--- src/dma_pkg.sv ---
`default_nettype none

package dma_pkg;

  // bus and memory widths
  localparam int AXI_AWIDTH  = 32;
  localparam int AXI_DWIDTH  = 32;
  localparam int AXI_SWIDTH  = AXI_DWIDTH / 8;
  localparam int DMEM_AWIDTH = 14;
  localparam int DMEM_DWIDTH = 32;
  localparam int DMEM_SWIDTH = DMEM_DWIDTH / 8;
  localparam int DMEM_DEPTH  = 1 << DMEM_AWIDTH;

  // 2^2 bytes per beat
  localparam logic [2:0] AXI_SIZE_WORD = 3'd2;

  typedef enum logic [1:0] {
    FIXED = 2'd0,
    INCR  = 2'd1,
    WRAP  = 2'd2
  } axi_burst_e;

  typedef enum logic [2:0] {
    ST_IDLE,
    ST_READ_DDR,
    ST_WRITE_DDR,
    ST_WRITE_DDR_DELAY,
    ST_DONE
  } dma_state_e;

  // dir 0: DDR -> DMem, dir 1: DMem -> DDR
  typedef struct packed {
    logic        dir;
    logic [31:0] src_addr;
    logic [31:0] dst_addr;
    logic [31:0] len;
  } dma_cmd_t;

  // len is beats minus one
  typedef struct packed {
    logic [AXI_AWIDTH-1:0] addr;
    logic [31:0]           len;
    logic [2:0]            size;
    axi_burst_e            burst;
  } dma_req_t;

  typedef struct packed {
    logic [AXI_AWIDTH-1:0] addr;
    logic [7:0]            len;
    logic [2:0]            size;
    axi_burst_e            burst;
  } axi_ax_t;

  typedef struct packed {
    logic [AXI_DWIDTH-1:0] data;
    logic [AXI_SWIDTH-1:0] strb;
    logic                  last;
  } axi_w_t;

  typedef struct packed {
    logic [AXI_DWIDTH-1:0] data;
    logic [1:0]            resp;
    logic                  last;
  } axi_r_t;

endpackage

`default_nettype wire

--- src/axi_write_master.sv ---
`timescale 1ns/10ps
`default_nettype none

module axi_write_master (
  input  wire                             clk,
  input  wire                             rst_n,

  input  wire                             req_valid,
  input  wire dma_pkg::dma_req_t          req,
  output logic                            req_ready,
  input  wire  [dma_pkg::AXI_DWIDTH-1:0]  data,
  input  wire                             data_valid,
  output logic                            data_ready,

  output dma_pkg::axi_ax_t                aw,
  output logic                            awvalid,
  input  wire                             awready,
  output dma_pkg::axi_w_t                 w,
  output logic                            wvalid,
  input  wire                             wready,
  input  wire  [1:0]                      b_resp,
  input  wire                             bvalid,
  output logic                            bready
);

  logic       busy;
  logic       w_done;
  logic [7:0] beat_cnt;
  logic       req_fire;
  logic       w_fire;
  logic       b_fire;
  logic       w_open;

  assign req_fire = req_valid & req_ready;
  assign w_fire   = wvalid & wready;
  assign b_fire   = bvalid & bready;
  // busy until B, so one burst in flight at most
  assign req_ready = ~busy;
  assign w_open    = busy & ~w_done;

  always_ff @(posedge clk or negedge rst_n) begin
    if (!rst_n) begin
      busy    <= 1'b0;
      awvalid <= 1'b0;
    end else begin
      if (req_fire) begin
        busy <= 1'b1;
      end else if (b_fire) begin
        busy <= 1'b0;
      end
      if (req_fire) begin
        awvalid <= 1'b1;
      end else if (awready) begin
        awvalid <= 1'b0;
      end
    end
  end

  always_ff @(posedge clk or negedge rst_n) begin
    if (!rst_n) begin
      beat_cnt <= '0;
      w_done   <= 1'b0;
    end else if (req_fire) begin
      beat_cnt <= '0;
      w_done   <= 1'b0;
    end else if (w_fire) begin
      beat_cnt <= beat_cnt + 8'd1;
      if (w.last) begin
        w_done <= 1'b1;
      end
    end
  end

  always_ff @(posedge clk) begin
    if (req_fire) begin
      aw.addr  <= req.addr;
      aw.len   <= req.len[7:0];
      aw.size  <= req.size;
      aw.burst <= req.burst;
    end
  end

  // W beats pass from the stream only inside an accepted burst
  assign w.data     = data;
  assign w.strb     = '1;
  assign w.last     = beat_cnt == aw.len;
  assign wvalid     = data_valid & w_open;
  assign data_ready = wready & w_open;

  // response code is taken and dropped
  assign bready = w_done;

endmodule

`default_nettype wire

--- config.mk ---
export PLATFORM = sky130hd
export DESIGN_NAME = axi_write_master
export DESIGN_NICKNAME = d
export VERILOG_FILES = /design/src/dma_pkg.sv /design/src/axi_write_master.sv
export SDC_FILE = /design/constraint.sdc
export NUM_CORES = 1
export LEC_CHECK = 0
export BUFFER_PORTS_ARGS = -buffer_cell sky130_fd_sc_hd__buf_2
export CORE_AREA = 2 2 85 87
export DETAILED_ROUTE_END_ITERATION = 8
export DIE_AREA = 0 0 87 89
export PLACE_DENSITY = 0.75
export REMOVE_ABC_BUFFERS = 1
export SETUP_SLACK_MARGIN = 0.05
export SYNTH_ARGS = -nofsm -noshare
export SYNTH_HDL_FRONTEND = slang
export SYNTH_SLANG_ARGS = --single-unit
--- constraint.sdc ---
create_clock -name clk -period 2.2 [get_ports clk]
set_input_delay 0.11 -clock clk [delete_from_list [all_inputs] [get_ports clk]]
set_output_delay 0.11 -clock clk [all_outputs]
set_load 0.02 [all_outputs]
### Word level (Yosys, flattened, before mapping)

Cells that the tools add are included.

* bits in registers: 56
* bits of input ports: 110
* output and inout bits: 87

* add/sub/neg operators: 1
* equality and inequality tests: 1
* muxes and demuxes: 9
* bitwise logic cells: 8
* reduce and logical (&&, ||, !) cells: 5

Operators by type and width (number)
* 2-to-1 mux 8 bit: 2
* adder 8 x 1 -> 8 bit (second input constant): 1
* == test 8 bit: 1
* nonzero test 2 bit: 4
* 2-to-1 mux 1 bit: 7
* AND 1 bit: 6
* inverter 1 bit: 2
* AND reduction 2 bit: 1

### Logic depth before layout (Yosys ltp)

* word-level depth: 6
* mapped depth: 4
* gate-level depth less buffers: 4

### Worst setup path before layout

Ideal clock, no wire load.

* path type: flip-flop to flip-flop
* start: register busy
* end: register aw[0] in the netlist's numbering (enable)
* arrival: 1505 ps
* data required time: 1564 ps
* slack: 60 ps
* stages on the path, launching flop included: 3
* path through: dfrtp_1 -> nand2b_1 -> clkinv_1

* longest elaborated chain between the ends: 2

Ends and longest elaborated chain
* from (decl): line axi_write_master.sv:26 `logic busy;`
* from (signal assigned): line axi_write_master.sv:43 `busy <= 1'b0;`
* from (signal assigned): line axi_write_master.sv:47 `busy <= 1'b1;`
* from (signal assigned): line axi_write_master.sv:49 `busy <= 1'b0;`
* inverter 1 bit: line axi_write_master.sv:38 `assign req_ready = ~busy;`
* AND 1 bit: line axi_write_master.sv:34 `assign req_fire = req_valid & req_ready;`
* named net req_fire: line axi_write_master.sv:29 `logic req_fire;`
* to (decl): line axi_write_master.sv:15 `output dma_pkg::axi_ax_t aw,`

The timed path passes the listed nets, and every way through them passes these cells.
A chain may end at the register's enable or synchronous reset.

==> metrics.cfg <==
[status]
status = completed

[drt]
first_iter_violations = 113
vias = 1640
routed_wl_um = 6800
first_pass_iters = 4
wl_per_cell_um = 19.1
vias_per_cell = 4.61
detail-route-antenna-nets = 0
drc_errors = 0

[grt]
overflow = 0
grt_pass1_vias = 1680
antenna_found_initial = 0
grt_max_degree = 22
grt_pass1_wl_um = 9540
gr-usage-all-layers_pct = 17.5

[floorplanning]
rows = 30
die_area_um2 = 7740
ios = 197
die_y_um = 89
start_util_pct = 33.8
dieWidth_um = 87
fp.coreArea_um2 = 6720

[synth]
ys_ff_latch = 56
synth_area_leader_cell = edfxtp_1
synthTopCellsByCount = edfxtp_1, buf_4, dfrtp_1
ys_seq_area_share_pct = 71.7
netlist-cell-type-count = 28
async_reset_ff_share_pct = 19.6
synth_top_area_share_pct = 59.5
synth.avg_cell_area_um2 = 15.2
synth-edff-count = 45
synth_most_common_cell = edfxtp_1
syn_area_um2 = 2270
synthFlopType = edfxtp_1
ys_warn_count = 0
synth_area_leaders = edfxtp_1, buf_4, dfrtp_1
synth_cells = 149

[sta]
fin_tns_setup_ns = 0
fin_skew_ns = 0.00757
min_period_ns = 1.61
hold_viol_final = 0
timing.fmax_mhz = 620
maxSlewViolCount = 0
rsz0062_at_grt = no
setup_viol = 0
period_share_pct = 73.3

[worst_setup_path]
cp-start-kind = register
reg2reg_slack_ns = 0.67
crit_path_end_kind = primary output
required_ns = 2.09
critPathMaxFanout = 5
path_class = reg2out
arrival_ns = 1.50

[placed_design]
hpwl_um = 4660
io_buffer_count = 102
gp_congestion = 0.738
place_inst = 300

[power_and_ir_drop]
p_per_area_nw_per_um2 = 738
finalPower_mw = 2.39
p_sw_share_pct = 28.8
clockPowerShare_pct = 23.7
pwr-share-comb_pct = 20.4
p_switching_uw = 688
leakage_nw = 1.36
power.share.sequential_pct = 55.9
internal_power_mw = 1.70
irDropWorstVdd_mv = 0.515

[final_layout]
syn2layout_area_growth_pct = 42.4
diodes = 0
final_cells = 356
num-fill-cells = 575
drive_above_1_share_pct = 42.0
nets = 386

[min_path]
hp-class = in2reg

[clock_tree]
clock_path_buffers = 2
tritoncts = yes
cts_htree_levels = 2
clk_pin_slew_ns = 0.10
clock-sinks = 56
clock-root-buffer = clkbuf_8
cts_made_buffers = 5
clk_latency_ns = 0.31
post-cts-setup-buffer-count = 0

[job]
drv_cap = 0

cell usage in the layout, fill, tap and decap left out, drive strengths merged, types with 2 or more instances in the layout:
master       instances
buf                105
dlygate4sd3         48
edfxtp              45
dfrtp               11
xnor2                8
inv                  7
nand2                6
a21oi                5
clkbuf               5
o31ai                4
or4                  4
conb                 4
nor2                 3
nand2b               2
nor3b                2
mux2i                2
nand4                2
o21ai                2
per-layer routing:
layer | GRT usage, % | up-vias | wire (um)
li1 | - | 745 | -
met1 | 20.9 | 756 | 2660
met2 | 23.2 | 131 | 2800
met3 | 15.3 | 4 | 1220
met4 | 3.27 | 4 | 12
met5 | 9.74 | - | 105
registers in the layout (all words and copies together) (netlist names):
register  flops
beat_cnt      8
awvalid       1
aw           45
busy          1
bready        1
per-stage QoR:
stage	hold slack, ns	cell area, um2	utilization, %	setup slack (ns)
after floorplan	-0.186	2000	-	0.0596
after global placement	-0.00482	2660	39.6	0.692
after CTS	0.0720	3230	48.1	0.590
after global routing	0.0706	3230	48.1	0.475
final	0.0810	3230	48.1	0.588
after detailed placement	0.00456	2660	39.6	0.690
worst max-delay path, stage by stage, from the launching register on:
cell and delay (ns):
dfrtp_1 0.45, xnor2_1 0.18, nand4_1 0.17, nor3_1 0.20, buf_2 0.19
timing repair:
item / CTS / global route
hold buffers: 48 / 0
resized for setup: 0 / 0
hold endpoints to repair: 58 / 0
setup endpoints to repair: 0 / 0
final cells by class:
type / instances / area, um2 / share of cell area (%)
inverter: 6 / 22.5 / 0.697
clock inverter: 3 / 21.3 / 0.658
clock buffer: 5 / 68.8 / 2.13
multi-input combinational: 53 / 354 / 11.0
timing repair buffer: 153 / 1040 / 32.1
tap: 80 / 100 / 3.10
sequential: 56 / 1630 / 50.3
worst paths after layout:
check | from | cells after the start | endpoint
setup reg to reg | bready$_DFFE_PN0P_ | 4 | beat_cnt[5]$_DFFE_PN0P_
hold / removal | req_valid | 3 | busy$_DFFE_PN0P_
setup / recovery | beat_cnt[4]$_DFFE_PN0P_ | 4 | w[0]
min in group asynchronous | rst_n | 2 | awvalid$_DFFE_PN0P_
hold reg to reg | busy$_DFFE_PN0P_ | 1 | busy$_DFFE_PN0P_
max in group asynchronous | rst_n | 2 | beat_cnt[7]$_DFFE_PN0P_
logic make-up after synthesis:
group | after synthesis | share of synthesized area (%)
buffers and inverters | 43 | 13.2
other | 1 | 0.165
AOI/OAI and AO/OA | 13 | 3.53
adders and majority gates | 1 | 0.551
DFF | 56 | 71.7
and+or+nand+nor | 24 | 6.50
xor gates and xnor gates | 9 | 3.47
muxes | 2 | 0.882
power groups by stage:
stage / Clock (mW) / Sequential, mW / Combinational (mW)
floorplan: 0 / 1.40 / 0.203
global placement: 0 / 1.35 / 0.407
detailed placement: 0 / 1.36 / 0.416
CTS: 0.580 / 1.33 / 0.484
global route: 0.628 / 1.35 / 0.533
finish: 0.566 / 1.33 / 0.485
Power figures use the tool's default switching activity.
