## src/dma_pkg.sv

```systemverilog
`default_nettype none

package dma_pkg;

  // bus and memory widths
  localparam int AXI_AWIDTH  = 32;
  localparam int AXI_DWIDTH  = 32;
  localparam int AXI_SWIDTH  = AXI_DWIDTH / 8;
  localparam int DMEM_AWIDTH = 14;
  localparam int DMEM_DWIDTH = 32;
  localparam int DMEM_SWIDTH = DMEM_DWIDTH / 8;
  localparam int DMEM_DEPTH  = 1 << DMEM_AWIDTH;

  // 2^2 bytes per beat
  localparam logic [2:0] AXI_SIZE_WORD = 3'd2;

  typedef enum logic [1:0] {
    FIXED = 2'd0,
    INCR  = 2'd1,
    WRAP  = 2'd2
  } axi_burst_e;

  typedef enum logic [2:0] {
    ST_IDLE,
    ST_READ_DDR,
    ST_WRITE_DDR,
    ST_WRITE_DDR_DELAY,
    ST_DONE
  } dma_state_e;

  // dir 0: DDR -> DMem, dir 1: DMem -> DDR
  typedef struct packed {
    logic        dir;
    logic [31:0] src_addr;
    logic [31:0] dst_addr;
    logic [31:0] len;
  } dma_cmd_t;

  // len is beats minus one
  typedef struct packed {
    logic [AXI_AWIDTH-1:0] addr;
    logic [31:0]           len;
    logic [2:0]            size;
    axi_burst_e            burst;
  } dma_req_t;

  typedef struct packed {
    logic [AXI_AWIDTH-1:0] addr;
    logic [7:0]            len;
    logic [2:0]            size;
    axi_burst_e            burst;
  } axi_ax_t;

  typedef struct packed {
    logic [AXI_DWIDTH-1:0] data;
    logic [AXI_SWIDTH-1:0] strb;
    logic                  last;
  } axi_w_t;

  typedef struct packed {
    logic [AXI_DWIDTH-1:0] data;
    logic [1:0]            resp;
    logic                  last;
  } axi_r_t;

endpackage

`default_nettype wire

```

## src/dma_controller.sv

```systemverilog
`timescale 1ns/10ps
`default_nettype none

module dma_controller (
  input  wire                                  clk,
  input  wire                                  rst_n,

  input  wire                                  start,
  input  wire dma_pkg::dma_cmd_t               cmd,
  output logic                                 done,
  output logic                                 idle,

  output logic                                 rd_req_valid,
  output dma_pkg::dma_req_t                    rd_req,
  input  wire                                  rd_req_ready,
  input  wire [dma_pkg::AXI_DWIDTH-1:0]        rd_data,
  input  wire                                  rd_data_valid,
  output logic                                 rd_data_ready,

  output logic                                 wr_req_valid,
  output dma_pkg::dma_req_t                    wr_req,
  input  wire                                  wr_req_ready,
  output logic [dma_pkg::AXI_DWIDTH-1:0]       wr_data,
  output logic                                 wr_data_valid,
  input  wire                                  wr_data_ready,

  output logic [dma_pkg::DMEM_AWIDTH-1:0]      dmem_addr,
  output logic [dma_pkg::DMEM_DWIDTH-1:0]      dmem_din,
  output logic [dma_pkg::DMEM_SWIDTH-1:0]      dmem_wbe,
  output logic                                 dmem_en,
  input  wire  [dma_pkg::DMEM_DWIDTH-1:0]      dmem_dout
);

  import dma_pkg::*;

  dma_state_e  state;
  dma_state_e  state_next;
  logic [31:0] rd_cnt;
  logic [31:0] wr_cnt;
  logic        done_q;
  logic        rd_req_fire;
  logic        wr_req_fire;
  logic        rd_data_fire;
  logic        wr_data_fire;
  logic        start_job;
  logic [31:0] rd_word;
  logic [31:0] wr_word;

  assign rd_req_fire  = rd_req_valid & rd_req_ready;
  assign wr_req_fire  = wr_req_valid & wr_req_ready;
  assign rd_data_fire = rd_data_valid & rd_data_ready;
  assign wr_data_fire = wr_data_valid & wr_data_ready;
  assign start_job    = (state == ST_IDLE) & start;

  always_comb begin
    state_next = state;
    case (state)
      ST_IDLE: begin
        if (start) begin
          state_next = cmd.dir ? ST_WRITE_DDR : ST_READ_DDR;
        end
      end
      ST_READ_DDR: begin
        if (rd_cnt == cmd.len) begin
          state_next = ST_DONE;
        end
      end
      // first DMem read goes out here, data shows up next cycle
      ST_WRITE_DDR: state_next = ST_WRITE_DDR_DELAY;
      ST_WRITE_DDR_DELAY: begin
        // wr_cnt runs one ahead of the accepted beats
        if (wr_data_fire && (wr_cnt == cmd.len)) begin
          state_next = ST_DONE;
        end
      end
      ST_DONE: state_next = ST_IDLE;
      default: state_next = ST_IDLE;
    endcase
  end

  always_ff @(posedge clk or negedge rst_n) begin
    if (!rst_n) begin
      state <= ST_IDLE;
    end else begin
      state <= state_next;
    end
  end

  always_ff @(posedge clk or negedge rst_n) begin
    if (!rst_n) begin
      rd_cnt <= '0;
      wr_cnt <= '0;
    end else if (state == ST_IDLE) begin
      rd_cnt <= '0;
      wr_cnt <= '0;
    end else begin
      if (rd_data_fire) begin
        rd_cnt <= rd_cnt + 32'd1;
      end
      if ((state == ST_WRITE_DDR) || wr_data_fire) begin
        wr_cnt <= wr_cnt + 32'd1;
      end
    end
  end

  // request valids stay up until the master takes them
  always_ff @(posedge clk or negedge rst_n) begin
    if (!rst_n) begin
      rd_req_valid <= 1'b0;
      wr_req_valid <= 1'b0;
    end else begin
      if (start_job && !cmd.dir) begin
        rd_req_valid <= 1'b1;
      end else if (rd_req_fire) begin
        rd_req_valid <= 1'b0;
      end
      if (start_job && cmd.dir) begin
        wr_req_valid <= 1'b1;
      end else if (wr_req_fire) begin
        wr_req_valid <= 1'b0;
      end
    end
  end

  // sticky done, cleared by the next start
  always_ff @(posedge clk or negedge rst_n) begin
    if (!rst_n) begin
      done_q <= 1'b0;
    end else if (start_job) begin
      done_q <= 1'b0;
    end else if (state == ST_DONE) begin
      done_q <= 1'b1;
    end
  end

  assign idle = state == ST_IDLE;
  assign done = done_q & ~start;

  assign rd_req.addr  = cmd.src_addr;
  assign rd_req.len   = cmd.len - 32'd1;
  assign rd_req.size  = AXI_SIZE_WORD;
  assign rd_req.burst = INCR;
  assign rd_data_ready = state == ST_READ_DDR;

  assign wr_req.addr  = cmd.dst_addr;
  assign wr_req.len   = cmd.len - 32'd1;
  assign wr_req.size  = AXI_SIZE_WORD;
  assign wr_req.burst = INCR;
  assign wr_data_valid = state == ST_WRITE_DDR_DELAY;
  assign wr_data       = dmem_dout;

  assign rd_word   = cmd.dst_addr + rd_cnt;
  assign wr_word   = cmd.src_addr + wr_cnt;
  assign dmem_addr = (state == ST_READ_DDR) ? rd_word[DMEM_AWIDTH-1:0] :
                                              wr_word[DMEM_AWIDTH-1:0];
  assign dmem_din  = rd_data;
  assign dmem_wbe  = {DMEM_SWIDTH{rd_data_fire}};
  // low under back-pressure so dmem_dout holds
  assign dmem_en   = (state == ST_WRITE_DDR) | wr_data_fire | rd_data_fire;

endmodule

`default_nettype wire

```

## config.mk

```make
export PLATFORM = sky130hd
export DESIGN_NAME = dma_controller
export DESIGN_NICKNAME = d
export VERILOG_FILES = /design/src/dma_pkg.sv /design/src/dma_controller.sv
export SDC_FILE = /design/constraint.sdc
export NUM_CORES = 1
export LEC_CHECK = 0
export BUFFER_PORTS_ARGS = -buffer_cell sky130_fd_sc_hd__buf_2
export CAP_MARGIN = 20
export CORE_MARGIN = 1.5
export CORE_UTILIZATION = 25
export DETAILED_ROUTE_END_ITERATION = 12
export GPL_ROUTABILITY_DRIVEN = 0
export GPL_TIMING_DRIVEN = 0
export REMOVE_ABC_BUFFERS = 1
export SLEW_MARGIN = 30
export SYNTH_ARGS = -nofsm -noshare
export SYNTH_HDL_FRONTEND = slang
export SYNTH_SLANG_ARGS = --single-unit
```

## constraint.sdc

```tcl
create_clock -name clk -period 3.3 [get_ports clk]
set_clock_uncertainty 0.05 [all_clocks]
set_input_delay 0.66 -clock clk [delete_from_list [all_inputs] [get_ports clk]]
set_output_delay 0.66 -clock clk [all_outputs]
set_load 0.02 [all_outputs]
```

**Word level (Yosys, flattened, before mapping)**

Cells that the tools add are included.

- Multiplexer cells: 16
- Reductions and logical operators: 12
- Bitwise logic cells: 9
- Eq/ne operators: 9
- Add/sub/neg operators: 5

Operators with widths:

| kind | number |
|---|---|
| 32-bit 2-to-1 mux | 4 |
| 32-bit by 1-bit adder with 32-bit output, second input constant | 2 |
| 32-bit == test | 2 |
| 32-bit by 1-bit subtractor with 32-bit output, second input constant | 1 |
| 14-bit adder | 2 |
| 14-bit 2-to-1 mux | 1 |
| 3-bit one-hot mux with 4 select lines | 1 |
| 2-bit nonzero test | 5 |
| 3-bit 2-to-1 mux | 3 |
| 1-bit bitwise AND | 6 |
| 3-bit by 2-bit == test with 1-bit output, second input constant | 2 |
| 1-bit 2-to-1 mux | 6 |
| 2-bit by 1-bit != test with 1-bit output, second input constant | 2 |
| 3-bit by 1-bit == test with 1-bit output, second input constant | 1 |
| 3-bit == test, second input constant | 1 |
| 1-bit logical AND | 3 |
| 3-bit zero test | 1 |
| 3-bit AND reduction | 1 |
| 2-bit 2-to-1 mux | 1 |
| 2-bit != test, second input constant | 1 |
| 1-bit bitwise OR | 2 |
| 1-bit zero test | 1 |
| 1-bit logical OR | 1 |
| 1-bit NOT | 1 |

- Flip-flop bits (word level): 70

**Depth between registers and ports, before layout**

- Word-level depth: 5
- Depth in mapped cells: 8
- Gate-level depth less buffers: 8

**Least setup slack after synthesis**

No wires, ideal clock.

- Kind: input port to output port
- Start: input port cmd[64] in the netlist's numbering
- End: output port dmem_addr[12] in the netlist's numbering
- Stages on the path: 8
- Setup slack: -0.054 ns
- Data arrival time: 2.644 ns
- Data required time: 2.590 ns
- Path through: ha_1 fa_1 a211o_1 o211ai_1 a211oi_1 a221oi_1 xor2_1 mux2i_1

- Longest elaborated chain between the ends: 2

Ends and longest elaborated chain:

| element | RTL line | text |
|---|---|---|
| start: declaration | dma_controller.sv:9 | `input wire dma_pkg::dma_cmd_t cmd,` |
| 14-bit adder | dma_controller.sv:153 | `assign wr_word = cmd.src_addr + wr_cnt;` |
| 14-bit 2-to-1 mux | dma_controller.sv:154 | `assign dmem_addr = (state == ST_READ_DDR) ? rd_word[DMEM_AWIDTH-1:0] :` |
| end: declaration | dma_controller.sv:27 | `output logic [dma_pkg::DMEM_AWIDTH-1:0] dmem_addr,` |

Every way passes these cells.

**Worst setup path after layout**

- Start: register wr_cnt[0]
- End: output port dmem_addr[12] in the netlist's numbering

- Longest elaborated chain between the ends: 2

Ends and longest elaborated chain:

| element | RTL line | text |
|---|---|---|
| start: declaration | dma_controller.sv:39 | `logic [31:0] wr_cnt;` |
| start signal: assignment | dma_controller.sv:101 | `wr_cnt <= wr_cnt + 32'd1;` |
| 14-bit adder | dma_controller.sv:153 |  |
| 14-bit 2-to-1 mux | dma_controller.sv:154 |  |

Every way passes these cells.

==> summary.md <==
| Metric | Value |
|---|---|
| ANT cells | `0` |
| Detail Placement HPWL | `28,700 um` |
| Syn Inst Count | `904` |
| Initial Util | `25.4%` |
| 1st-pass router iterations | `5` |
| Crit path largest cell delay | `0.44 ns` |
| YS warnings | `0` |
| WP buf/inv | `1` |
| Clk root buf | `clkbuf_16` |
| # nets final | `1,119` |
| Cell area after layout | `8240 um2` |
| Post-synthesis cell type count | `64` |
| Clock Pin Slew Worst Setup and Hold Paths | `0.06 ns` |
| Top Ports | `395` |
| Area leader, netlist | `dfrtp_1` |
| Die Y-Extent | `177 um` |
| CTS Buf Count | `9` |
| Tmin final | `3.46 ns` |
| Synthesized area | `7530 um2` |
| Count of final setup violators | `4` |
| Seq cells post-synth | `70` |
| Leakage | `0.00376 uW` |
| Worst-path fanout max | `2` |
| Worst Path Arrival | `2.75 ns` |
| Class of the worst hold path | `input pin to async pin` |
| WS Path Type | `flop to output pin` |
| Clock Latency Late Sink | `0.35 ns` |
| Core Region | `29,600 um2` |
| Sequential-to-total area share from yosys stat | `23.3%` |
| Layout Utilization | `27.8%` |
| Total grt overflow | `0` |
| Worst path depth | `9` |
| Max Buffers Root-to-Sink | `2` |
| CTS tree | `built` |
| Fin worst setup slack | `-0.160 ns` |
| RSZ-0062 raised after global routing | `yes` |
| Hold Vio Cnt, Final | `0` |
| CP endpoint kind | `output pin` |
| Status | `finished, violations left` |
| EDFF count, synth | `0` |
| Largest delay share family, worst path | `compound AO/OA/AOI/OAI gates` |
| Post-synth top flop | `dfrtp_1` |
| H-Tree Level Count | `3` |
| CP Launch Type | `flop` |
| GRT Resource Usage Total | `22.2%` |
| Total chip power | `4090 uW` |
| Vias in the first global route | `6,075` |
| Placed cell areas | `7590 um2` |
| Share of flip-flops with an asynchronous set or reset | `100%` |
| Final WL | `35,300 um` |
| Most common cell in the netlist | `buf_4` |
| Share of the synthesized area in the top cell type | `23.3%` |
| Clk sink count | `70` |
| PwrDens | `497 nW/um2` |
| First-pass GRT wire length | `47,500 um` |
| Final Slew Violations | `0` |
| Vias | `6,660` |
| Slew margin rel. | `54.1%` |
| Syn avg cell area | `8.33 um2` |
| Worst r2r src | `state[1]$_DFFE_PN0P_` |
| Share of layout cells above drive strength 1 | `30.7%` |
| CP cell instances | `ha_4, fa_2, a211o_1, o211ai_1, a211oi_2, a221oi_2, xor2_1, mux2i_1, buf_4` |
| Worst R2R Setup Slack | `0.72 ns` |
| Die area | `31,200 um2` |
| Initial DRC count | `576` |
| Final worst-path cycle share | `105%` |
| Area grow syn2layout | `9.41%` |
| Die X-Extent | `177 um` |
| R2R depth | `6` |
| Port Buf Inserts | `184` |
| Via-per-instance ratio | `5.06` |
| Largest net degree at the start of global routing | `49` |
| FMAX | `0.289 GHz` |
| Crit path launch | `wr_cnt[0]$_DFFE_PN0P_` |
| Failing checks | `negative setup slack` |
| Post-CTS Hold Fix Bufs | `0` |
| Drt wl/cell | `26.8 um` |
| Worst vdd ir | `0.213 mV` |
| Slew @ Worst Pin | `0.683 ns` |
| Antenna viol nets, final | `0` |
| Reg-to-Reg End | `wr_cnt[26]$_DFFE_PN0P_` |
| Initial antenna violation count | `0` |
| WHS | `0.168 ns` |
| Final TNS setup | `-0.349 ns` |
| Drt drc | `0` |
| Top post-synthesis cells by count | `buf_4, xor2_1, nor2_1` |
| Area contributors post-synth | `dfrtp_1, buf_4, xor2_1` |
| Rows | `63` |
| Max Cap Viol | `0` |
| Max stage delay cell, worst path | `dfrtp_2` |
| Req. time, crit path | `2.59 ns` |
-- final cells by class --
class	instances	area (um2)
Tap cell	390	488
Clock inverter	7	72.6
Clock buffer	9	225
Timing Repair Buffer	205	1150
Inverter	16	60.1
Sequential cell	70	1760
Fill cell	3234	21400
Multi-Input combinational cell	618	4480
-- metal layers --
metal / routed length (um) / vias up / GRT usage [%] / part of all wire [%]
met1: 14600 / 3142 / 27.3 / 41
met4: 337 / 12 / 3.57 / 0.96
met3: 6520 / 29 / 17.7 / 18
met5: 493 / - / 13.1 / 1.4
met2: 13300 / 547 / 28.7 / 38
li1: - / 2930 / - / -
-- worst max path at each step --
| stage | end | slack (ns) |
|---|---|---|
| floorplan | dmem_en | -1.07 |
| global placement | idle | -1.63 |
| detailed placement | dmem_addr[12] | -0.44 |
| CTS | dmem_addr[12] | -0.15 |
| global route | dmem_addr[12] | -0.25 |
| finish | dmem_addr[12] | -0.16 |
-- power breakdown --
group | switching, uW | internal (uW)
Sequential | 181 | 934
Combinational | 1180 | 801
Clock | 401 | 587
Total | 1770 | 2320
-- per-stage QoR --
stage	std cells	setup WS, ns
finish	1315	-0.160
global route	1315	-0.251
CTS	1311	-0.151
detailed placement	1286	-0.443
global placement	1278	-1.63
floorplan	704	-1.07
-- flip-flops by register name (all words and copies together), names as in the netlist --
register / count
wr_cnt: 32
rd_cnt: 32
done_q: 1
wr_req_valid: 1
rd_req_valid: 1
state: 3
-- cells in the final DEF, fill, tap and decap left out, types with 5 or more instances in the layout --
cell	synthesis	layout
and4_1	10	10
inv_1	16	16
dfrtp_1	70	61
dfrtp_2	0	9
o21ai_0	32	29
xnor2_1	53	52
xor2_1	104	104
conb_1	2	10
buf_4	178	26
nand3_1	29	29
ha_1	29	22
ha_4	0	5
nor2_1	78	76
a21o_1	9	9
nor4_1	15	15
or3_1	15	14
nor3_1	21	19
buf_2	4	174
and3_1	6	6
and2_1	7	7
clkbuf_16	0	9
nand2_1	56	56
nand4_1	18	18
a21oi_1	35	33
-- worst reg2reg max path, cell delays in order, from the launching register on --
cell	delay, ns
dfrtp_1	0.68
nand2b_1	0.26
nor4_4	0.70
nand3_4	0.27
nor4_4	0.31
xnor2_1	0.16
nor2_1	0.06
-- logic make-up (layout without fill, tap and decap cells) --
| logic type | after synthesis | in the layout | synth area share (%) |
|---|---|---|---|
| AND/OR/NAND/NOR | 291 | 291 | 21.0 |
| buffers and inverters | 224 | 237 | 20.6 |
| XOR/XNOR | 158 | 158 | 18.5 |
| AO/OA/AOI/OAI | 120 | 120 | 10.0 |
| flip-flops | 70 | 70 | 23.3 |
| adder cells (fa/ha/maj) | 31 | 31 | 5.35 |
| multiplexers | 8 | 8 | 1.13 |
| other | 2 | 10 | 0.0998 |
-- repair_timing --
item                       CTS  global route
resized for setup           39            18
setup endpoints to repair   28            22
pin swaps                   14            12
setup buffers                9             4
Power figures use the tool's default switching activity.
