<file path="config.mk">
export PLATFORM = sky130hd
export DESIGN_NAME = axi_read_master
export DESIGN_NICKNAME = d
export VERILOG_FILES = /design/src/dma_pkg.sv /design/src/axi_read_master.sv
export SDC_FILE = /design/constraint.sdc
export NUM_CORES = 1
export LEC_CHECK = 0
export ABC_AREA = 1
export BUFFER_PORTS_ARGS = -buffer_cell sky130_fd_sc_hd__buf_4
export CAP_MARGIN = 20
export CORE_ASPECT_RATIO = 0.6
export CORE_UTILIZATION = 30
export CTS_CLUSTER_DIAMETER = 40
export DETAILED_ROUTE_END_ITERATION = 10
export PLACE_DENSITY_LB_ADDON = 0.05
export SYNTH_ARGS = -nofsm -noshare
export SYNTH_HDL_FRONTEND = slang
export SYNTH_SLANG_ARGS = --single-unit
</file>
<file path="constraint.sdc">
create_clock -name clk -period 1.77 [get_ports clk]
set_clock_uncertainty 0.05 [all_clocks]
set_input_delay 0.354 -clock clk [delete_from_list [all_inputs] [get_ports clk]]
set_output_delay 0.354 -clock clk [all_outputs]
set_load 0.01 [all_outputs]
</file>
<file path="src/dma_pkg.sv">
`default_nettype none

package dma_pkg;

  // bus and memory widths
  localparam int AXI_AWIDTH  = 32;
  localparam int AXI_DWIDTH  = 32;
  localparam int AXI_SWIDTH  = AXI_DWIDTH / 8;
  localparam int DMEM_AWIDTH = 14;
  localparam int DMEM_DWIDTH = 32;
  localparam int DMEM_SWIDTH = DMEM_DWIDTH / 8;
  localparam int DMEM_DEPTH  = 1 << DMEM_AWIDTH;

  // 2^2 bytes per beat
  localparam logic [2:0] AXI_SIZE_WORD = 3'd2;

  typedef enum logic [1:0] {
    FIXED = 2'd0,
    INCR  = 2'd1,
    WRAP  = 2'd2
  } axi_burst_e;

  typedef enum logic [2:0] {
    ST_IDLE,
    ST_READ_DDR,
    ST_WRITE_DDR,
    ST_WRITE_DDR_DELAY,
    ST_DONE
  } dma_state_e;

  // dir 0: DDR -> DMem, dir 1: DMem -> DDR
  typedef struct packed {
    logic        dir;
    logic [31:0] src_addr;
    logic [31:0] dst_addr;
    logic [31:0] len;
  } dma_cmd_t;

  // len is beats minus one
  typedef struct packed {
    logic [AXI_AWIDTH-1:0] addr;
    logic [31:0]           len;
    logic [2:0]            size;
    axi_burst_e            burst;
  } dma_req_t;

  typedef struct packed {
    logic [AXI_AWIDTH-1:0] addr;
    logic [7:0]            len;
    logic [2:0]            size;
    axi_burst_e            burst;
  } axi_ax_t;

  typedef struct packed {
    logic [AXI_DWIDTH-1:0] data;
    logic [AXI_SWIDTH-1:0] strb;
    logic                  last;
  } axi_w_t;

  typedef struct packed {
    logic [AXI_DWIDTH-1:0] data;
    logic [1:0]            resp;
    logic                  last;
  } axi_r_t;

endpackage

`default_nettype wire

</file>
<file path="src/axi_read_master.sv">
`timescale 1ns/10ps
`default_nettype none

module axi_read_master (
  input  wire                             clk,
  input  wire                             rst_n,

  input  wire                             req_valid,
  input  wire dma_pkg::dma_req_t          req,
  output logic                            req_ready,
  output logic [dma_pkg::AXI_DWIDTH-1:0]  data,
  output logic                            data_valid,
  input  wire                             data_ready,

  output dma_pkg::axi_ax_t                ar,
  output logic                            arvalid,
  input  wire                             arready,
  input  wire dma_pkg::axi_r_t            r,
  input  wire                             rvalid,
  output logic                            rready
);

  logic busy;
  logic req_fire;
  logic r_last_fire;

  assign req_fire    = req_valid & req_ready;
  assign r_last_fire = rvalid & rready & r.last;
  assign req_ready   = ~busy;

  always_ff @(posedge clk or negedge rst_n) begin
    if (!rst_n) begin
      busy    <= 1'b0;
      arvalid <= 1'b0;
    end else begin
      if (req_fire) begin
        busy <= 1'b1;
      end else if (r_last_fire) begin
        busy <= 1'b0;
      end
      if (req_fire) begin
        arvalid <= 1'b1;
      end else if (arready) begin
        arvalid <= 1'b0;
      end
    end
  end

  // AR payload, only 8 bits of length reach the bus
  always_ff @(posedge clk) begin
    if (req_fire) begin
      ar.addr  <= req.addr;
      ar.len   <= req.len[7:0];
      ar.size  <= req.size;
      ar.burst <= req.burst;
    end
  end

  // R beats go straight through to the stream
  assign data       = r.data;
  assign data_valid = rvalid;
  assign rready     = data_ready;

endmodule

`default_nettype wire

</file>
Word-level counts from Yosys, hierarchy flattened
Index checks and enable logic that the tools add are counted.
{"block": "op_classes", "bitwise_logic": 4, "n_reduce_logical": 2, "order_cmp": 0, "n_mux": 4, "n_eq_ne": 0, "add_sub_neg": 0, "div_mod_pow": 0, "multipliers": 0, "shift": 0}
{"op": "1-bit 2-to-1 mux", "count": 4}
{"op": "2-bit nonzero test", "count": 2}
{"op": "1-bit AND", "count": 3}
{"op": "1-bit inverter", "count": 1}
{"block": "totals", "register_bits": 47, "ram_bits": 0, "latch_bits": 0, "mem_count": 0, "out_inout_bits": 81, "wordCells": 16, "mem_bits_ro": 0}

Depth between registers and ports, before layout
Gate-level depths: netlist of run 1.
{"block": "logic_depth", "word_depth": 4, "mapped_depth": 3, "mapped_depth_nobuf": 3}

Worst setup path before layout of run 1
No wires, ideal clock.
{"block": "synth_path", "path_type": "register to register", "startpoint": "register busy", "endpoint": "register ar[0] in the netlist's numbering, enable pin", "arrival_ns": 1.405, "path_buffers": 0, "setup_ns": 0.399, "t_required_ns": 1.321, "setup_slack_ns": -0.084, "path_stages_with_launch": 4, "path_cell_list": "dfrtp_1 -> inv_2 -> nand2_2 -> inv_1"}
{"block": "synth_between", "elab_chain_len": 2}
{"element": "start: declaration", "line_no": "axi_read_master.sv:23", "rtl": "logic busy;"}
{"element": "start signal: assignment", "line_no": "axi_read_master.sv:33", "rtl": "busy <= 1'b0;"}
{"element": "start signal: assignment", "line_no": "axi_read_master.sv:37", "rtl": "busy <= 1'b1;"}
{"element": "start signal: assignment", "line_no": "axi_read_master.sv:39", "rtl": "busy <= 1'b0;"}
{"element": "1-bit inverter", "line_no": "axi_read_master.sv:29", "rtl": "assign req_ready = ~busy;"}
{"element": "net req_ready", "line_no": "axi_read_master.sv:10", "rtl": "output logic req_ready,"}
{"element": "1-bit AND", "line_no": "axi_read_master.sv:27", "rtl": "assign req_fire = req_valid & req_ready;"}
{"element": "net req_fire", "line_no": "axi_read_master.sv:24", "rtl": "logic req_fire;"}
{"element": "end: declaration", "line_no": "axi_read_master.sv:15", "rtl": "output dma_pkg::axi_ax_t ar,"}
The timed path passes the listed nets, and every way through them passes these cells.
A chain may end at the register's enable or synchronous reset.

Worst setup path in the final report of run 1
{"block": "layout_path", "startpoint": "register busy", "endpoint": "register ar[2] in the netlist's numbering, enable pin"}
{"block": "layout_between", "elab_chain_len": 2}
{"element": "1-bit inverter", "line_no": "axi_read_master.sv:29"}
{"element": "1-bit AND", "line_no": "axi_read_master.sv:27"}
{"element": "net req_fire", "line_no": "axi_read_master.sv:24"}
The timed path passes the listed nets, and every way through them passes these cells.

==> flow_summary.ini, run 1 <==
[run_status]
outcome = finished clean

[finish]
fin_area_um2 = 2380
flow.area_growth_from_synthesis_pct = 40.5
antenna_cells = 0
postLayoutCoreUtil_pct = 45.3
drive_above_1_share_pct = 66.9
stdcell_count = 232
final_net_count = 275

[sta]
hold_violations = 0
timing.max_slew.rel_slack_pct = 80.8
maxClockFrequency_mhz = 787
slew_viol_final = 0
finalSetupViolations = 0
finalSetupTns_ns = 0
min_period_ns = 1.27
rsz_0062_raised_after_global_routing = false
tightestPinTransition_ns = 0.288
timing.final.crit_share_pct = 71.8

[global_route]
maximum_number_of_pins_on_one_net_before_global_route_repair = 24
number_of_global_route_vias_before_repair = 965
grt_pass1_wl_um = 4600
grt_remaining_overflow = 0
globalRouteTotalUtil_pct = 11.0
antenna_violations_before_repair = 0

[drt]
num_vias = 968
drtPass1Iterations = 4
post_drt_wl_per_cell_um = 14.6
drt-total-wl_um = 3390
ant_nets = 0
wl_met3_um = 569
detail_route.wirelength.met1_um = 1190
top_layer_used = met4
drc = 0
avgViaCountPerCell = 4.17
detailroute.wirelength.met2_um = 1510
first_iter_violations = 14

[die]
num_rows = 20
floorplan.core_area_um2 = 5260
die_area_um2 = 5970
die_width_um = 99.1
floorplan.initialDensity_pct = 32.3
ioPinCount = 191
chipHeight_um = 60.2

[clock_tree]
cts.htree.levels = 2
clock_tree.buffer_depth = 2
worstSkewPairLatency_ns = 0.28
clock_sinks = 47
cts.clk_slew.worst_paths_ns = 0.08
ctsRootBufferMaster = clkbuf_8
tritoncts = built
post_cts_resized = 0
cts-buffers-inserted = 5

[synthesis]
syn-instance-count = 89
synth_register_bits = 47
area_share_of_the_largest_cell_type_after_synthesis_pct = 79.7
synthDominantAreaCellType = edfxtp_1
synth_async_sr_flop_share_pct = 4.26
synth.most_common_cell = edfxtp_1
synth.top_cells.by_count = edfxtp_1 (45), buf_4 (34), dfrtp_1 (2), inv_1 (2), nand2_1 (2)
avgSynthCellArea_um2 = 19.0
ys_types = 9
yosys_warnings = 0
netlist_area_um2 = 1700
synth_seq_area_share_pct = 82.7
ys_top_cells_by_area = edfxtp_1 (80%), buf_4 (15%), dfrtp_1 (3.0%), o21ai_2 (0.52%), inv_1 (0.44%)
number_of_enable_flip_flop_cells_after_synthesis = 45
ys_flop_type = edfxtp_1
synth.net_count = 199

[power_and_ir_drop]
power_density_nw_per_um2 = 1070
power.static_leakage_nw = 0.999
ir_drop_worst_vdd_v = 0.000444
design_power_total_w = 0.00255

[worst_setup_path]
critPathBufInv = 3
endpoint_kind = register
worst_path_dominant_cell_family = buffers and inverters
worstSetupPathType = reg2reg
crit_path_cell_trace = inv_2 > nand2_2 > clkinvlp_4 > buf_4
crit_path_max_incr_delay_ns = 0.39
critPathSlowestCell = dfrtp_1
worst-endpoint-required_ns = 1.69
critical_path.startpoint_type = register
crit_arrival_ns = 1.19
critical_path_peak_fanout = 23

[placed_design]
globalplace.congestion = 0.669
placed_cell_area_um2 = 2290
dp_hpwl_um = 2550
portBuffers = 100
placed_cells_incl_taps = 223

[hold_path]
class_of_the_worst_hold_path = in2reg

[flow_run]
max_cap_viol_count = 0
## report_power, final
group / total, W / internal [W] / switching [W]
clock network: 0.000588 / 0.000270 / 0.000319
registers: 0.00145 / 0.00141 / 0.0000418
logic: 0.000505 / 0.000258 / 0.000247
total: 0.00255 / 0.00194 / 0.000607
## worst paths after layout
path | slack [ns] | depth (start not counted) | from | end
setup / recovery | 0.50 | 4 | busy$_DFFE_PN0P_ | ar[2]$_DFFE_PP_
hold / removal | 0.18 | 2 | arready | arvalid$_DFFE_PN0P_
setup reg to reg | 0.50 | 4 | busy$_DFFE_PN0P_ | ar[2]$_DFFE_PP_
hold reg to reg | 0.45 | 2 | busy$_DFFE_PN0P_ | busy$_DFFE_PN0P_
max in group asynchronous | 1.25 | 2 | rst_n | busy$_DFFE_PN0P_
min in group asynchronous | 0.33 | 2 | rst_n | arvalid$_DFFE_PN0P_
## what timing repair did
action                                  4_1_cts  5_1_grt
hold buffers                                  1        0
hold endpoints to repair                      2        0
endpoints found under the setup margin        0        0
setup buffers                                 0        0
## worst register-to-register path: stages, from the launching register on
cell        delay (ns)
dfrtp_1           0.39
inv_2             0.07
nand2_2           0.08
clkinvlp_4        0.08
buf_4             0.28
## logic make-up (layout without fill, tap and decap cells)
logic type	Yosys count	after routing	synth area share [%]
buffers and inverters	37	114	15.7
AND/OR/NAND/NOR	4	4	1.11
flip-flops	47	47	82.7
AO/OA/AOI/OAI	1	1	0.517
## flip-flops by register name (all words and copies together) (netlist names)
name,cells
arvalid,1
ar,45
busy,1
## cell usage in the layout, fill, tap and decap left out
cell,n
clkinvlp_4,1
nand2_1,2
clkbuf_8,5
buf_4,102
inv_2,1
dlygate4sd3_1,1
inv_1,1
nand3_1,1
clkinv_1,2
clkbuf_1,1
nand2_2,1
o21ai_2,1
dfrtp_1,2
edfxtp_1,45
## routing by layer
metal	GRT usage (%)	up-vias
li1	-	428
met1	11.2	452
met2	15.9	70
met3	8.30	18
met4	7.56	0
met5	0	-
## through the flow
step	worst slack, ns	hold slack, ns
detailed placement	0.489	0.0866
global route	0.422	0.159
floorplan	0.207	0.00841
finish	0.500	0.182
global placement	0.508	0.0873
CTS	0.476	0.166
## final cells by class
cell class                      instances  area [um2]
Fill cell                             484        2870
Multi-Input combinational cell          5        27.5
Tap cell                               66        82.6
Sequential cell                        47        1400
Timing Repair Buffer                  103         776
Clock buffer                            6        72.6
Inverter                                3        15.0
Clock inverter                          2        7.51
No activity file was read; power rests on OpenSTA's default activity.
==> run 2: changes to the inputs <==
==> constraint.sdc (replaced) <==
create_clock -name clk -period 1.14 [get_ports clk]
set_clock_uncertainty 0.05 [all_clocks]
set_input_delay 0.228 -clock clk [delete_from_list [all_inputs] [get_ports clk]]
set_output_delay 0.228 -clock clk [all_outputs]
set_load 0.01 [all_outputs]
==> run 2 against run 1 <==
Against the previous run:
- the run now ends with negative setup slack left
- die area stayed put
- first-iteration DRC count is 100% higher
- setup slack worse by 0.60 ns
- flip-flop and latch count stayed put
- cell area is 5.6% higher
- sequential power is 57% higher
- largest power group unchanged
==> flow_summary.ini, run 2 (synthesis results as in run 1) <==
[die]
floorplan.core_area_um2 = 5260
ioPinCount = 191
die_area_um2 = 5970
chipHeight_um = 60.2
die_width_um = 99.1
num_rows = 20
floorplan.initialDensity_pct = 32.3

[clock_tree]
clock_tree.buffer_depth = 2
worstSkewPairLatency_ns = 0.29
ctsRootBufferMaster = clkbuf_8
cts-buffers-inserted = 5
clock_sinks = 47
post-cts-setup-buffers = 0
cts.clk_slew.worst_paths_ns = 0.08
cts.htree.levels = 2
tritoncts = built

[global_route]
number_of_global_route_vias_before_repair = 1042
globalRouteTotalUtil_pct = 12.1
maximum_number_of_pins_on_one_net_before_global_route_repair = 20
grt_remaining_overflow = 0
grt_pass1_wl_um = 5010
antenna_violations_before_repair = 0

[finish]
largest_register_ff_count = 45
registers.top_by_ff_count = ar
flow.area_growth_from_synthesis_pct = 48.4
drive_above_1_share_pct = 68.0
final_net_count = 278
antenna_cells = 0
layout_top_registers = ar (45), arvalid (1), busy (1)
most_common_library_cell_in_the_layout_ignoring_fill_and_taps = buf_4
most_frequent_cells_in_the_layout = buf_4 (84), edfxtp_1 (45), buf_6 (18)

[flow_run]
max_cap_viol_count = 0

[sta]
tightestPinTransition_ns = 0.140
finalSetupTns_ns = -1.50
hold_violations = 0
timing.max_slew.rel_slack_pct = 90.6
slew_viol_final = 0
maxClockFrequency_mhz = 809
timing.final.crit_share_pct = 108
setup_ws_post_layout_ns = -0.0961
min_period_ns = 1.24
finalSetupViolations = 41
rsz_0062_raised_after_global_routing = true

[drt]
avgViaCountPerCell = 4.26
post_drt_wl_per_cell_um = 15.5
first_iter_violations = 28
ant_nets = 0
drt-total-wl_um = 3630
drtPass1Iterations = 2
drc = 0
num_vias = 1001

[worst_setup_path]
critical_path.startpoint_type = register
worst-endpoint-required_ns = 0.86
crit_arrival_ns = 0.96
worstSetupPathType = reg2out
critical_path_peak_fanout = 2
endpoint_kind = primary output

[placed_design]
portBuffers = 100
globalplace.congestion = 0.681
dp_hpwl_um = 2670

[power_and_ir_drop]
power.static_leakage_nw = 1.05
power_density_nw_per_um2 = 1670
ir_drop_worst_vdd_v = 0.000563
design_power_total_w = 0.00419

[hold_path]
class_of_the_worst_hold_path = in2reg

[run_status]
failing_checks = negative setup slack
outcome = complete, but fails checks
run 2: cell types whose count changed in the layout (fill, tap and decap cells not counted):
cell      before  now
buf_6          0   18
nand2_2        1    0
clkinv_1       2    0
nand2_4        0    1
buf_4        102   84
clkbuf_1       1    2
buf_12         0    3
clkinv_2       0    1
run 2: layout make-up:
cell class | instances | area (um2)
Fill cell | 486 | 2740
Sequential cell | 47 | 1400
Timing Repair Buffer | 106 | 903
Tap cell | 66 | 82.6
Clock buffer | 7 | 76.3
Multi-Input combinational cell | 5 | 32.5
Inverter | 3 | 15.0
Clock inverter | 1 | 5.00
run 2: final timing paths:
kind / start / depth (start not counted) / endpoint / slack, ns
setup / recovery: busy$_DFFE_PN0P_ / 3 / req_ready / -0.1
hold / removal: arready / 2 / arvalid$_DFFE_PN0P_ / 0.05
setup reg to reg: busy$_DFFE_PN0P_ / 4 / ar[38]$_DFFE_PP_ / -0.05
hold reg to reg: busy$_DFFE_PN0P_ / 2 / busy$_DFFE_PN0P_ / 0.46
max in group asynchronous: rst_n / 2 / busy$_DFFE_PN0P_ / 0.75
min in group asynchronous: rst_n / 2 / arvalid$_DFFE_PN0P_ / 0.20
run 2: critical path, cell delays in order, from the launching register on:
cell and delay, ns:
dfrtp_1 0.39, inv_2 0.09, buf_6 0.10, buf_6 0.09
run 2: through the flow:
| stage | setup slack [ns] | util, % | instances | hold WS, ns | area [um2] |
|---|---|---|---|---|---|
| after floorplan | -0.399 | - | 89 | -0.118 | 1700 |
| after global placement | -0.0231 | 44.9 | 226 | -0.0387 | 2360 |
| after detailed placement | -0.0399 | 44.9 | 226 | -0.0354 | 2360 |
| after CTS | -0.104 | 46.8 | 235 | 0.0419 | 2460 |
| after global routing | -0.151 | 47.9 | 235 | 0.0309 | 2520 |
| final | -0.0961 | 47.9 | 235 | 0.0514 | 2520 |
run 2: per-layer routing:
layer / track usage, % / part of all wire [%] / vias up
li1: - / - / 434
met3: 5.73 / 11 / 43
met5: 0 / 0 / -
met4: 12.4 / 7.0 / 0
met2: 20.5 / 52 / 58
met1: 10.8 / 30 / 466
run 2: power by group:
| part | leakage (nW) | internal [W] | switching [W] | total [W] |
|---|---|---|---|---|
| Sequential | 0.441 | 0.00219 | 0.0000849 | 0.00228 |
| Clock | 0.0422 | 0.000431 | 0.000514 | 0.000945 |
| Combinational | 0.570 | 0.000554 | 0.000417 | 0.000972 |
| Total | 1.05 | 0.00318 | 0.00102 | 0.00419 |
run 2: timing repair:
action	in CTS	in global routing
hold endpoints to repair	2	0
endpoints found under the setup margin	42	63
hold buffers	1	0
resized for setup	3	15
==> run 3: changes to the inputs <==
--- a/config.mk
+++ b/config.mk
@@ -7,12 +7,14 @@
 export LEC_CHECK = 0
 export ABC_AREA = 1
 export BUFFER_PORTS_ARGS = -buffer_cell sky130_fd_sc_hd__buf_4
-export CAP_MARGIN = 20
+export CAP_MARGIN = 25
 export CORE_ASPECT_RATIO = 0.6
 export CORE_UTILIZATION = 30
 export CTS_CLUSTER_DIAMETER = 40
 export DETAILED_ROUTE_END_ITERATION = 10
+export MAX_ROUTING_LAYER = met4
 export PLACE_DENSITY_LB_ADDON = 0.05
+export SLEW_MARGIN = 30
 export SYNTH_ARGS = -nofsm -noshare
 export SYNTH_HDL_FRONTEND = slang
 export SYNTH_SLANG_ARGS = --single-unit
==> run 3 against run 2 <==
Against the previous run:
- the run now fails in 5_2_route
- area after synthesis stayed put
- synthesized cell count stayed put
- global-route usage is 0.38 points higher
==> flow_summary.ini, run 3 <==
[synthesis]
post_synth_and_or_nand_nor_area_fraction_pct = 1.11
number_of_enable_flip_flop_cells_after_synthesis = 45
netlist_area_um2 = 1700
post_synth_xor_area_fraction_pct = 0
yosys-mux-area-fraction_pct = 0
syn-instance-count = 89
synthDominantAreaCellType = edfxtp_1
adder_cell_fraction_of_synth_area_pct = 0
ys_types = 9
area_share_of_the_largest_cell_type_after_synthesis_pct = 79.7
yosys_warnings = 0
synth.most_common_cell = edfxtp_1
synth_seq_area_share_pct = 82.7
synth_compound_gate_area_share_pct = 0.517
synth.net_count = 199
synth_top_family_by_area = buffers and inverters
synth_register_bits = 47
ys_flop_type = edfxtp_1
ys_top_cells_by_area = edfxtp_1 (80%), buf_4 (15%), dfrtp_1 (3.0%), o21ai_2 (0.52%), inv_1 (0.44%)
synth.top_cells.by_count = edfxtp_1 (45), buf_4 (34), dfrtp_1 (2), inv_1 (2), nand2_1 (2)
synth_async_sr_flop_share_pct = 4.26
avgSynthCellArea_um2 = 19.0

[die]
chipHeight_um = 60.2
floorplan.initialDensity_pct = 32.3
die_width_um = 99.1
num_rows = 20
ioPinCount = 191

[global_route]
grt_remaining_overflow = 0
grt_pass1_wl_um = 4990
antenna_violations_before_repair = 0
globalRouteTotalUtil_pct = 12.5
number_of_global_route_vias_before_repair = 1046
maximum_number_of_pins_on_one_net_before_global_route_repair = 20

[placed_design]
globalplace.congestion = 0.688
preCtsSetupSlack_ns = -0.0399
dp_hpwl_um = 2670
portBuffers = 100

[clock_tree]
cts-buffers-inserted = 5
ctsRootBufferMaster = clkbuf_8
clock_sinks = 47
clock_tree.buffer_depth = 2
cts.htree.levels = 2

[sta]
grt_worst_setup_endpoint = req_ready
worst-endpoint-pin-kind = top-level output

[run_status]
outcome = did not finish
flow.stopped_at = 5_2_route
toolErrorMsg = [ERROR DRT-0255] Maze Route cannot find path of net r[29] in worker of routeBox ( 48300 0 ) ( 99050 48300 ).
-- run 3: cell families after synthesis --
logic type             after synthesis
AO/OA/AOI/OAI                        1
buffers and inverters               37
flip-flops                          47
AND/OR/NAND/NOR                      4
-- run 3: per-stage QoR --
step                cells  area (um2)
floorplan              89        1700
global placement      226        2360
detailed placement    226        2360
CTS                   235        2460
global route          235        2520
-- run 3: routing by layer --
| metal | GRT usage, % |
|---|---|
| met3 | 5.03 |
| met4 | 12.4 |
| met2 | 20.5 |
| met1 | 11.2 |
| met5 | - |
-- run 3: repair_timing --
action / in CTS / in global routing
setup endpoints to repair: 42 / 63
endpoints found under the hold margin: 2 / 0
pin swaps: 0 / 0
buffers inserted: 0 / 0
gates resized for setup: 3 / 15
hold buffers: 1 / 0
==> run 4: changes to the inputs <==
--- a/config.mk
+++ b/config.mk
@@ -8,12 +8,9 @@
 export ABC_AREA = 1
 export BUFFER_PORTS_ARGS = -buffer_cell sky130_fd_sc_hd__buf_4
 export CAP_MARGIN = 25
-export CORE_ASPECT_RATIO = 0.6
-export CORE_UTILIZATION = 30
-export CTS_CLUSTER_DIAMETER = 40
+export CORE_UTILIZATION = 33
 export DETAILED_ROUTE_END_ITERATION = 10
-export MAX_ROUTING_LAYER = met4
-export PLACE_DENSITY_LB_ADDON = 0.05
+export PLACE_DENSITY_LB_ADDON = 0.15
 export SLEW_MARGIN = 30
 export SYNTH_ARGS = -nofsm -noshare
 export SYNTH_HDL_FRONTEND = slang
==> constraint.sdc (replaced) <==
create_clock -name clk -period 1.5 [get_ports clk]
set_clock_uncertainty 0.05 [all_clocks]
set_input_delay 0.3 -clock clk [delete_from_list [all_inputs] [get_ports clk]]
set_output_delay 0.3 -clock clk [all_outputs]
set_load 0.01 [all_outputs]
==> run 4 against run 3 <==
Against the previous run:
- the run now ends clean
- global-route usage decreased by 0.98 points
==> flow_summary.ini, run 4 (synthesis results as in run 1) <==
[run_status]
outcome = finished clean

[worst_setup_path]
critical_path_peak_fanout = 2
crit_arrival_ns = 0.87
worstSetupPathType = reg2out
worst-endpoint-required_ns = 1.15
endpoint_kind = primary output
critical_path.startpoint_type = register

[sta]
setup_ws_post_layout_ns = 0.278
slew_viol_final = 0
finalSetupViolations = 0
maxClockFrequency_mhz = 819
tightestPinTransition_ns = 0.126
rsz_0062_raised_after_global_routing = false
timing.max_slew.rel_slack_pct = 91.6
finalSetupTns_ns = 0
hold_violations = 0
timing.final.crit_share_pct = 81.4
min_period_ns = 1.22

[drt]
top_layer_used = met4
drtPass1Iterations = 4
num_vias = 970
post_drt_wl_per_cell_um = 14.0
first_iter_violations = 17
drt-total-wl_um = 3250
detail_route.wirelength.met1_um = 954
drc = 0
avgViaCountPerCell = 4.18
detailroute.wirelength.met2_um = 1760
wl_met3_um = 406
ant_nets = 0

[clock_tree]
clock_sinks = 47
cts-buffers-inserted = 5
cts.clk_slew.worst_paths_ns = 0.08
clock_tree.buffer_depth = 2
ctsRootBufferMaster = clkbuf_8
cts.htree.levels = 2
post-cts-setup-buffers = 0
worstSkewPairLatency_ns = 0.28
tritoncts = built

[placed_design]
globalplace.congestion = 0.623
placed_cell_area_um2 = 2320
portBuffers = 100
preCtsSetupSlack_ns = 0.339

[finish]
flow.area_growth_from_synthesis_pct = 43.7
fin_area_um2 = 2440
layout_top_registers = ar (45), arvalid (1), busy (1)
final_net_count = 275
most_common_library_cell_in_the_layout_ignoring_fill_and_taps = buf_4
largest_register_ff_count = 45
drive_above_1_share_pct = 67.9
most_frequent_cells_in_the_layout = buf_4 (100), edfxtp_1 (45), clkbuf_8 (5)
antenna_cells = 0
postLayoutCoreUtil_pct = 50.6
registers.top_by_ff_count = ar

[die]
floorplan.initialDensity_pct = 35.2
num_rows = 25
floorplan.core_area_um2 = 4820
chipHeight_um = 73.7
die_area_um2 = 5430
die_width_um = 73.7
ioPinCount = 191

[global_route]
grt_pass1_wl_um = 4420
grt_remaining_overflow = 0
antenna_violations_before_repair = 0
globalRouteTotalUtil_pct = 11.5
maximum_number_of_pins_on_one_net_before_global_route_repair = 24
number_of_global_route_vias_before_repair = 955

[power_and_ir_drop]
design_power_total_w = 0.00321
power_density_nw_per_um2 = 1320
ir_drop_worst_vdd_v = 0.000624
power.static_leakage_nw = 1.02

[flow_run]
max_cap_viol_count = 0

[hold_path]
class_of_the_worst_hold_path = in2reg
run 4: path summary, 6_finish.rpt:
path | from | end | slack [ns] | cells after the start
max | busy$_DFFE_PN0P_ | req_ready | 0.28 | 2
min | arready | arvalid$_DFFE_PN0P_ | 0.13 | 2
max reg2reg | busy$_DFFE_PN0P_ | ar[41]$_DFFE_PP_ | 0.34 | 4
min reg2reg | busy$_DFFE_PN0P_ | busy$_DFFE_PN0P_ | 0.45 | 2
max in group asynchronous | rst_n | arvalid$_DFFE_PN0P_ | 1.04 | 2
min in group asynchronous | rst_n | busy$_DFFE_PN0P_ | 0.28 | 2
run 4: power by group:
part | switching [W] | internal, W | total [W]
registers | 0.0000525 | 0.00166 | 0.00172
clock network | 0.000374 | 0.000488 | 0.000862
logic | 0.000293 | 0.000336 | 0.000629
run 4: worst max-delay path, cell delays in order, from the launching register on:
cell,delay [ns]
dfrtp_1,0.39
inv_2,0.08
buf_4,0.12
run 4: cell type report:
cell class	count	area [um2]
Clock inverter	1	30.0
Tap cell	67	83.8
Inverter	3	15.0
Sequential cell	47	1400
Fill cell	450	2380
Multi-Input combinational cell	5	32.5
Timing Repair Buffer	103	801
Clock buffer	6	72.6
run 4: layer usage:
metal / GRT usage, % / vias to the layer above
met5: 0 / -
met4: 7.69 / 0
met3: 6.17 / 24
met2: 20.0 / 70
met1: 10.1 / 449
li1: - / 427
run 4: timing repair:
item,in CTS,in global routing
hold endpoints to repair,2,0
resized for setup,0,0
hold buffers,1,0
run 4: stage by stage:
step | hold WS (ns) | std cells
finish | 0.128 | 232
CTS | 0.115 | 232
detailed placement | 0.0355 | 224
global placement | 0.0332 | 224
floorplan | -0.0456 | 89
global route | 0.116 | 232
